### src/source/uart_loopback_consts.svh
`ifndef UART_LOOPBACK_CONSTS_SVH
`define UART_LOOPBACK_CONSTS_SVH

// serial bit timing
// clock cycles per bit on both lines
`define UART_CLKS_PER_BIT 8

// parity options
// 1 when a parity bit follows the eight data bits
`define UART_PARITY_EN 1
// 1 for odd parity, 0 for even
`define UART_PARITY_ODD 0

// controller timing
// cycles after reset before echo is enabled
`define LOOPBACK_STARTUP_CYCLES 64

// idle cycles after each echo before listening again
// gives the far end time to check the echo
`define LOOPBACK_GUARD_CYCLES 30

`endif
### src/source/uart_loopback_pkg.sv
`default_nettype none

package uart_loopback_pkg;

    // one data byte on the serial line
    typedef logic [7:0] uart_byte_t;

    // completed frame as seen by the receiver
    // error flags travel with the byte, the controller decides
    typedef struct packed {
        uart_byte_t data;
        logic       parity_err;
        logic       frame_err;
    } rx_frame_t;

    // receiver fsm
    typedef enum logic [2:0] {
        RX_IDLE, RX_START, RX_DATA, RX_PARITY, RX_STOP
    } rx_state_t;

    // transmitter fsm
    typedef enum logic [2:0] {
        TX_IDLE, TX_START, TX_DATA, TX_PARITY, TX_STOP
    } tx_state_t;

    // echo controller fsm
    typedef enum logic [2:0] {
        CTRL_STARTUP, CTRL_LISTEN, CTRL_START, CTRL_SENDING, CTRL_GUARD
    } ctrl_state_t;

endpackage

`default_nettype wire

### src/source/uart_loopback_top.sv
`timescale 1ns/1ps
`default_nettype none

module uart_loopback_top
    import uart_loopback_pkg::*;
(
    input  logic clk,
    input  logic rst_n,
    input  logic rx_line,
    output logic tx_line,
    output logic led_ready,
    output logic led_error,
    output logic led_activity
);

    // receiver result
    rx_frame_t  rx_frame;
    logic       rx_valid;

    // controller to transmitter
    uart_byte_t tx_data;
    logic       tx_start;
    logic       tx_busy;

    uart_rx u_rx (
        .clk      (clk),
        .rst_n    (rst_n),
        .rx_line  (rx_line),
        .rx_frame (rx_frame),
        .rx_valid (rx_valid)
    );

    loopback_ctrl u_ctrl (
        .clk          (clk),
        .rst_n        (rst_n),
        .rx_frame     (rx_frame),
        .rx_valid     (rx_valid),
        .tx_busy      (tx_busy),
        .tx_start     (tx_start),
        .tx_data      (tx_data),
        .led_ready    (led_ready),
        .led_error    (led_error),
        .led_activity (led_activity)
    );

    uart_tx u_tx (
        .clk      (clk),
        .rst_n    (rst_n),
        .tx_start (tx_start),
        .tx_data  (tx_data),
        .tx_line  (tx_line),
        .tx_busy  (tx_busy)
    );

endmodule

`default_nettype wire

### src/source/loopback_ctrl.sv
`timescale 1ns/1ps
`default_nettype none

`include "uart_loopback_consts.svh"

module loopback_ctrl
    import uart_loopback_pkg::*;
(
    input  logic       clk,
    input  logic       rst_n,
    input  rx_frame_t  rx_frame,
    input  logic       rx_valid,
    input  logic       tx_busy,
    output logic       tx_start,
    output uart_byte_t tx_data,
    output logic       led_ready,
    output logic       led_error,
    output logic       led_activity
);

    localparam int startup_cycles = `LOOPBACK_STARTUP_CYCLES;
    localparam int guard_cycles   = `LOOPBACK_GUARD_CYCLES;
    // one counter serves both waits, sized for the longer one
    localparam int max_cycles =
        (startup_cycles > guard_cycles) ? startup_cycles : guard_cycles;
    localparam int cnt_w = $clog2(max_cycles + 1);
    localparam logic [cnt_w-1:0] startup_last = cnt_w'(startup_cycles - 1);
    localparam logic [cnt_w-1:0] guard_last   = cnt_w'(guard_cycles - 1);

    ctrl_state_t      state;
    logic [cnt_w-1:0] cnt;
    logic             frame_bad;

    assign frame_bad = rx_frame.parity_err | rx_frame.frame_err;

    // ready once the startup wait is over
    assign led_ready = (state != CTRL_STARTUP);

    always_ff @(posedge clk or negedge rst_n) begin
        if (!rst_n) begin
            state        <= CTRL_STARTUP;
            cnt          <= '0;
            tx_start     <= 1'b0;
            led_error    <= 1'b0;
            led_activity <= 1'b0;
        end else begin
            // start is a single-cycle pulse
            tx_start <= 1'b0;

            case (state)
                CTRL_STARTUP: begin
                    if (cnt == startup_last) begin
                        cnt   <= '0;
                        state <= CTRL_LISTEN;
                    end else begin
                        cnt <= cnt + 1'b1;
                    end
                end
                CTRL_LISTEN: begin
                    if (rx_valid) begin
                        if (frame_bad) begin
                            // sticky until reset, no echo
                            led_error <= 1'b1;
                        end else begin
                            tx_start <= 1'b1;
                            state    <= CTRL_START;
                        end
                    end
                end
                CTRL_START: begin
                    // wait for the transmitter to take the byte
                    if (tx_busy) begin
                        state <= CTRL_SENDING;
                    end
                end
                CTRL_SENDING: begin
                    if (!tx_busy) begin
                        led_activity <= ~led_activity;
                        cnt          <= '0;
                        state        <= CTRL_GUARD;
                    end
                end
                CTRL_GUARD: begin
                    // input arriving here is dropped
                    if (cnt == guard_last) begin
                        cnt   <= '0;
                        state <= CTRL_LISTEN;
                    end else begin
                        cnt <= cnt + 1'b1;
                    end
                end
                default: begin
                    cnt   <= '0;
                    state <= CTRL_STARTUP;
                end
            endcase
        end
    end

    // echo byte, held stable for the whole transmission
    always_ff @(posedge clk) begin
        if (state == CTRL_LISTEN && rx_valid && !frame_bad) begin
            tx_data <= rx_frame.data;
        end
    end

endmodule

`default_nettype wire

### src/source/uart_rx.sv
`timescale 1ns/1ps
`default_nettype none

`include "uart_loopback_consts.svh"

module uart_rx
    import uart_loopback_pkg::*;
#(
    parameter int clks_per_bit = `UART_CLKS_PER_BIT
) (
    input  logic      clk,
    input  logic      rst_n,
    input  logic      rx_line,
    output rx_frame_t rx_frame,
    output logic      rx_valid
);

    localparam bit parity_en  = `UART_PARITY_EN;
    localparam bit parity_odd = `UART_PARITY_ODD;
    localparam int cnt_w      = $clog2(clks_per_bit + 1);
    localparam logic [cnt_w-1:0] bit_last  = cnt_w'(clks_per_bit - 1);
    // mid-bit point of the start bit, counted from the falling edge
    localparam logic [cnt_w-1:0] half_last =
        cnt_w'((clks_per_bit / 2 > 0) ? clks_per_bit / 2 - 1 : 0);

    // two-flop synchronizer plus one stage for edge detection
    logic [1:0] sync_q;
    logic       rx_s;
    logic       rx_prev;
    logic       fall;

    rx_state_t        state;
    logic [cnt_w-1:0] bit_cnt;
    logic [2:0]       bit_idx;
    uart_byte_t       shift_q;
    logic             parity_err_q;

    assign rx_s = sync_q[1];
    assign fall = rx_prev & ~rx_s;

    always_ff @(posedge clk or negedge rst_n) begin
        if (!rst_n) begin
            // line idles high
            sync_q  <= 2'b11;
            rx_prev <= 1'b1;
        end else begin
            sync_q  <= {sync_q[0], rx_line};
            rx_prev <= rx_s;
        end
    end

    always_ff @(posedge clk or negedge rst_n) begin
        if (!rst_n) begin
            state    <= RX_IDLE;
            bit_cnt  <= '0;
            bit_idx  <= '0;
            rx_valid <= 1'b0;
        end else begin
            rx_valid <= 1'b0;
            bit_cnt  <= bit_cnt + 1'b1;

            case (state)
                RX_IDLE: begin
                    bit_cnt <= '0;
                    if (fall) begin
                        state <= RX_START;
                    end
                end
                RX_START: begin
                    if (bit_cnt == half_last) begin
                        bit_cnt <= '0;
                        bit_idx <= '0;
                        // still low at mid-bit, otherwise a glitch
                        state   <= rx_s ? RX_IDLE : RX_DATA;
                    end
                end
                RX_DATA: begin
                    if (bit_cnt == bit_last) begin
                        bit_cnt <= '0;
                        if (bit_idx == 3'd7) begin
                            state <= parity_en ? RX_PARITY : RX_STOP;
                        end else begin
                            bit_idx <= bit_idx + 1'b1;
                        end
                    end
                end
                RX_PARITY: begin
                    if (bit_cnt == bit_last) begin
                        bit_cnt <= '0;
                        state   <= RX_STOP;
                    end
                end
                RX_STOP: begin
                    if (bit_cnt == bit_last) begin
                        // frame reported the cycle after the stop sample
                        rx_valid <= 1'b1;
                        state    <= RX_IDLE;
                    end
                end
                default: begin
                    state <= RX_IDLE;
                end
            endcase
        end
    end

    // data shifter, parity check and result register
    always_ff @(posedge clk) begin
        if (state == RX_START && bit_cnt == half_last) begin
            parity_err_q <= 1'b0;
        end
        if (state == RX_DATA && bit_cnt == bit_last) begin
            // lsb arrives first
            shift_q <= {rx_s, shift_q[7:1]};
        end
        if (state == RX_PARITY && bit_cnt == bit_last) begin
            // data xor parity bit must match the configured sense
            parity_err_q <= (^shift_q) ^ rx_s ^ parity_odd;
        end
        if (state == RX_STOP && bit_cnt == bit_last) begin
            rx_frame.data       <= shift_q;
            rx_frame.parity_err <= parity_err_q;
            rx_frame.frame_err  <= ~rx_s;
        end
    end

endmodule

`default_nettype wire

### src/source/uart_tx.sv
`timescale 1ns/1ps
`default_nettype none

`include "uart_loopback_consts.svh"

module uart_tx
    import uart_loopback_pkg::*;
#(
    parameter int clks_per_bit = `UART_CLKS_PER_BIT
) (
    input  logic       clk,
    input  logic       rst_n,
    input  logic       tx_start,
    input  uart_byte_t tx_data,
    output logic       tx_line,
    output logic       tx_busy
);

    localparam bit parity_en  = `UART_PARITY_EN;
    localparam bit parity_odd = `UART_PARITY_ODD;
    localparam int cnt_w      = $clog2(clks_per_bit + 1);
    localparam logic [cnt_w-1:0] bit_last = cnt_w'(clks_per_bit - 1);

    tx_state_t        state;
    logic [cnt_w-1:0] bit_cnt;
    logic [2:0]       bit_idx;
    uart_byte_t       shift_q;
    // running parity of the bits already sent
    logic             parity_q;

    // end of the current bit time
    logic bit_end;
    assign bit_end = (bit_cnt == bit_last);

    always_ff @(posedge clk or negedge rst_n) begin
        if (!rst_n) begin
            state   <= TX_IDLE;
            bit_cnt <= '0;
            bit_idx <= '0;
            tx_line <= 1'b1;
            tx_busy <= 1'b0;
        end else begin
            // bit timer runs outside idle, wraps each bit
            if (state == TX_IDLE || bit_end) begin
                bit_cnt <= '0;
            end else begin
                bit_cnt <= bit_cnt + 1'b1;
            end

            case (state)
                TX_IDLE: begin
                    if (tx_start) begin
                        // start bit goes out next cycle
                        tx_line <= 1'b0;
                        tx_busy <= 1'b1;
                        state   <= TX_START;
                    end
                end
                TX_START: begin
                    if (bit_end) begin
                        // first data bit, lsb first
                        tx_line <= shift_q[0];
                        bit_idx <= '0;
                        state   <= TX_DATA;
                    end
                end
                TX_DATA: begin
                    if (bit_end) begin
                        if (bit_idx == 3'd7) begin
                            tx_line <= parity_en ? parity_q : 1'b1;
                            state   <= parity_en ? TX_PARITY : TX_STOP;
                        end else begin
                            tx_line <= shift_q[0];
                            bit_idx <= bit_idx + 1'b1;
                        end
                    end
                end
                TX_PARITY: begin
                    if (bit_end) begin
                        tx_line <= 1'b1;
                        state   <= TX_STOP;
                    end
                end
                TX_STOP: begin
                    // busy drops exactly at the end of the stop bit
                    if (bit_end) begin
                        tx_busy <= 1'b0;
                        state   <= TX_IDLE;
                    end
                end
                default: begin
                    tx_line <= 1'b1;
                    tx_busy <= 1'b0;
                    state   <= TX_IDLE;
                end
            endcase
        end
    end

    // byte shifter and parity accumulator
    always_ff @(posedge clk) begin
        if (state == TX_IDLE && tx_start) begin
            shift_q  <= tx_data;
            // seed with the sense so the final value is the parity bit
            parity_q <= parity_odd;
        end else if (bit_end && (state == TX_START ||
                     (state == TX_DATA && bit_idx != 3'd7))) begin
            parity_q <= parity_q ^ shift_q[0];
            shift_q  <= {1'b0, shift_q[7:1]};
        end
    end

endmodule

`default_nettype wire

### config.mk
export PLATFORM = sky130hd
export DESIGN_NAME = uart_loopback_top
export DESIGN_NICKNAME = d
export VERILOG_FILES = /design/src/source/uart_loopback_pkg.sv /design/src/source/uart_loopback_top.sv /design/src/source/loopback_ctrl.sv /design/src/source/uart_rx.sv /design/src/source/uart_tx.sv
export VERILOG_INCLUDE_DIRS = /design/src /design/src/source
export SDC_FILE = /design/constraint.sdc
export NUM_CORES = 1
export LEC_CHECK = 0
export ABC_CLOCK_PERIOD_IN_PS = 2100
export BUFFER_PORTS_ARGS = -buffer_cell sky130_fd_sc_hd__buf_2
export CAP_MARGIN = 25
export CORE_ASPECT_RATIO = 1.5
export CORE_MARGIN = 3
export CORE_UTILIZATION = 40
export DETAILED_ROUTE_END_ITERATION = 8
export RECOVER_POWER = 100
export SETUP_SLACK_MARGIN = 0.3
export SYNTH_ARGS = -nofsm -noshare
export SYNTH_HDL_FRONTEND = slang
export SYNTH_HIERARCHICAL = 1
export SYNTH_SLANG_ARGS = --single-unit
export TNS_END_PERCENT = 30
### constraint.sdc
create_clock -name clk -period 2.1 [get_ports clk]
set_input_delay 0.105 -clock clk [delete_from_list [all_inputs] [get_ports clk]]
set_output_delay 0.105 -clock clk [all_outputs]
set_load 0.01 [all_outputs]
==> flow_summary_export.csv <==
group,metric,value,unit
status,outcome,"finished, final reports clean",
sta,final_hold_viol_count,0,
worst_setup_path,r2r-start,"u_tx/bit_idx[0]$_DFFE_PN0P_",
sta,hold_ws,0.360,ns
floorplanning,die_area,9370,um^2
sta,min_period_over_period,86.4,%
drt,drc,0,
finish,final_nets,274,
logic_synthesis,synth_enable_flop_cells,35,
global_route,grt_overflow,0,
clock_tree,numCtsBuffers,9,
clock_tree,cts_max_level,3,
worst_setup_path,cpMaxStageDelayCell,"dfrtp_1",
logic_synthesis,seq_area_frac_synth,62.4,%
logic_synthesis,synth_ff_type,"edfxtp_1",
drt,drtPass1Iterations,4,
sta,rsz0062_at_grt,"false",
global_route,antenna_found_initial,0,
min_path,hp-start,"u_rx/sync_q[0]$_DFF_PN1_",
drt,wirelength,5310,um
min_path,min_path_type,"flip-flop to flip-flop",
place,numPortBuffers,6,
clock_tree,cts.sinks,75,
logic_synthesis,yosysTopAreaCellShare,31.9,%
place,place_inst,352,
floorplanning,num_rows,39,
drt,routedWlPerCell,14.4,um
run,cap_violations,0,
sta,finalSetupViolCount,0,
clock_tree,post_cts_buffers,0,
global_route,grtUsageTotal,12.9,%
logic_synthesis,ys_ff_latch,75,
finish,syn_to_final_growth,14.3,%
drt,wl_met2,2750,um
drt,drt_iter0_markers,151,
sta,clock-skew-final,0.00457,ns
worst_setup_path,cp-startpoint,"u_tx/bit_idx[0]$_DFFE_PN0P_",
floorplanning,io_pins,7,
worst_setup_path,timing.critical_path.cells,"ha_1 -> ha_1 -> nor3b_1 -> o21ai_2 -> nand2_2",
floorplanning,start_util,42.1,%
power,peakVddDrop,0.493,mV
clock_tree,cts_tree,"built",
floorplanning,die_w,80.1,um
logic_synthesis,syn_avg_cell_area,13.4,um^2
drt,top_layer_used,"met4",
sta,slew_headroom,34.8,%
sta,period_minus_slack,1.81,ns
sta,tightestPinTransition,0.978,ns
clock_tree,cts.path.max_buffers,2,
worst_setup_path,crit_path_end_kind,"flip-flop",
worst_setup_path,crit_top_cell,"ha_1",
logic_synthesis,synth_cell_types,55,
place,place.gp.congestion,0.769,
power,power_leakage,1.47,nW
min_path,hold_depth,0,
logic_synthesis,yosysTopAreaCell,"edfxtp_1",
floorplanning,core,7810,um^2
logic_synthesis,synth_area_leaders,"edfxtp_1, dfrtp_1, mux2_4, dfstp_2, ha_1",
worst_setup_path,crit_path_max_incr_delay,0.38,ns
global_route,grt_pass1_vias,1937,
worst_setup_path,worstPathArrival,1.83,ns
place,place_area,3440,um^2
clock_tree,clock_latency,0.33,ns
clock_tree,clk_pin_slew,0.06,ns
logic_synthesis,synthArstFlopShare,52.0,%
logic_synthesis,synth_nets,257,
drt,via_count,1970,
worst_setup_path,crit_fanout,8,
sta,finalMaxSlewViolations,0,
clock_tree,cts-root-buf,"clkbuf_16",
place,detailed_place_hpwl,3600,um
worst_setup_path,crit_path_start_kind,"flip-flop",
finish,post-route-cell-area,3760,um^2
logic_synthesis,syn_area,3290,um^2
worst_setup_path,r2r_cells,5,
finish,drive_gt1_share,13.8,%
logic_synthesis,synth_cells,246,
finish,fin_cells,370,
finish,antennaDiodeCount,0,
sta,clock.fmax,551,MHz
sta,setup_tns,0,ns
drt,avgViaCountPerCell,5.32,
floorplanning,die_height,117,um
global_route,grt_max_degree,40,
global_route,grt_pass1_wl,9000,um
logic_synthesis,yosysWarningCount,6,
worst_setup_path,critPathRequiredTime,2.12,ns
worst_setup_path,setup.worst_path.class,"flip-flop to flip-flop",
drt,wl_met3,123,um
power,p_per_area,970,nW/um^2
drt,ant_nets,0,
drt,m1WireLength,2310,um
path summary, 6_finish.rpt:
check | to | slack (ns)
setup / recovery | u_tx/shift_q[1]$_DFFE_PP_ | 0.29
hold / removal | u_rx/sync_q[1]$_DFF_PN1_ | 0.36
setup reg to reg | u_tx/shift_q[1]$_DFFE_PP_ | 0.29
hold reg to reg | u_rx/sync_q[1]$_DFF_PN1_ | 0.36
max in group asynchronous | u_ctrl/led_activity$_DFFE_PN0P_ | 1.02
min in group asynchronous | u_ctrl/cnt[2]$_DFFE_PN0P_ | 0.47
placed cells by master, fill, tap and decap left out, types with 3 or more instances in the layout:
cell	count
dfrtp_1	35
edfxtp_1	35
nand2_1	15
nor2_1	12
o21ai_0	12
nand3_1	10
clkbuf_16	9
xnor2_1	9
ha_1	8
nor2b_1	7
mux2_1	7
inv_1	6
a21oi_1	6
clkbuf_1	5
a22o_1	5
xor2_1	4
nor3_1	4
a31oi_1	4
nand2b_1	4
nor3b_1	4
or3_1	3
nand4b_1	3
dfstp_2	3
cells by family (layout without fill, tap and decap cells):
kind of cell / count (synthesis) / in the layout / share of synthesized area [%]
xor gates and xnor gates: 14 / 14 / 4.14
AOI/OAI and AO/OA: 45 / 45 / 9.51
buffers and inverters: 11 / 33 / 1.75
adders and majority gates: 8 / 8 / 3.04
DFF: 75 / 75 / 62.4
and+or+nand+nor: 82 / 82 / 14.6
muxes: 11 / 11 / 4.60
registers in the layout (all words and copies together), names as in the netlist:
register,count
u_rx/rx_prev,1
u_rx/sync_q,2
u_ctrl/led_error,1
u_tx/bit_idx,3
u_tx/bit_cnt,4
u_ctrl/tx_start,1
u_tx/state,3
u_rx/bit_cnt,4
u_rx/rx_frame,10
u_rx/parity_err_q,1
u_tx/tx_line,1
u_tx/tx_busy,1
u_rx/state,3
u_tx/shift_q,8
u_rx/bit_idx,3
u_tx/parity_q,1
u_ctrl/cnt,7
u_ctrl/state,3
u_rx/shift_q,8
u_ctrl/tx_data,8
u_ctrl/led_activity,1
u_rx/rx_valid,1
Yosys cell counts (2+ instances only):
| master | instances |
|---|---|
| a21o_1 | 2 |
| a21oi_1 | 6 |
| a22o_1 | 5 |
| a22oi_1 | 2 |
| a31oi_1 | 4 |
| and2_1 | 2 |
| and3_1 | 2 |
| and3b_1 | 2 |
| buf_6 | 2 |
| clkbuf_1 | 2 |
| dfrtp_1 | 35 |
| dfstp_2 | 4 |
| edfxtp_1 | 35 |
| ha_1 | 8 |
| inv_1 | 6 |
| mux2_4 | 8 |
| mux2i_1 | 2 |
| nand2_1 | 15 |
| nand2b_1 | 4 |
| nand3_1 | 10 |
| nand3b_1 | 2 |
| nand4b_1 | 3 |
| nor2_1 | 12 |
| nor2_2 | 2 |
| nor2b_1 | 7 |
| nor3_1 | 4 |
| nor3_2 | 2 |
| nor3b_1 | 4 |
| nor4_1 | 2 |
| o21a_1 | 2 |
| o21ai_0 | 13 |
| or3_1 | 3 |
| xnor2_1 | 9 |
| xor2_1 | 4 |
worst max-delay path: cells and delay by family (launching register included):
family	cells	cell delay, ns
AND/OR/NAND/NOR	2	0.56
flip-flops	1	0.38
adder cells (fa/ha/maj)	2	0.42
AO/OA/AOI/OAI	1	0.14
area by class of cell:
cell class / instances / area, um^2
clock buffers: 10 / 239
clock inverters: 6 / 87.6
fillers: 721 / 4050
inverters: 6 / 22.5
multi-input cells: 160 / 1170
flip-flops and latches: 75 / 2050
well taps: 102 / 128
repair buffers: 11 / 63.8
power by group:
group	internal [mW]	total, mW	switching (mW)	leakage (nW)
sequential	1.61	1.69	0.0839	0.802
combinational	0.150	0.316	0.166	0.501
clock	1.07	1.64	0.568	0.163
total	2.83	3.65	0.818	1.47
metal layers:
metal | track usage (%) | up-vias
li1 | - | 952
met2 | 21.7 | 21
met1 | 14.2 | 987
met3 | 4.13 | 10
met4 | 7.44 | 0
met5 | 0 | -
timing repair:
action                                  4_1_cts  5_1_grt
hold endpoints to repair                     36        0
hold buffers                                  2        0
cloned                                        0        0
pin swaps                                     1        1
resized for setup                             4        2
endpoints found under the setup margin        8        8
per-stage QoR:
step	util (%)	total power, mW	worst slack, ns
detailed placement	44.1	2.05	0.0631
CTS	48.7	3.73	0.348
floorplan	-	1.97	0.334
global route	48.2	3.81	0.162
finish	48.2	3.65	0.285
global placement	44.1	2.04	0.178
(Power assumes the default switching activity.)
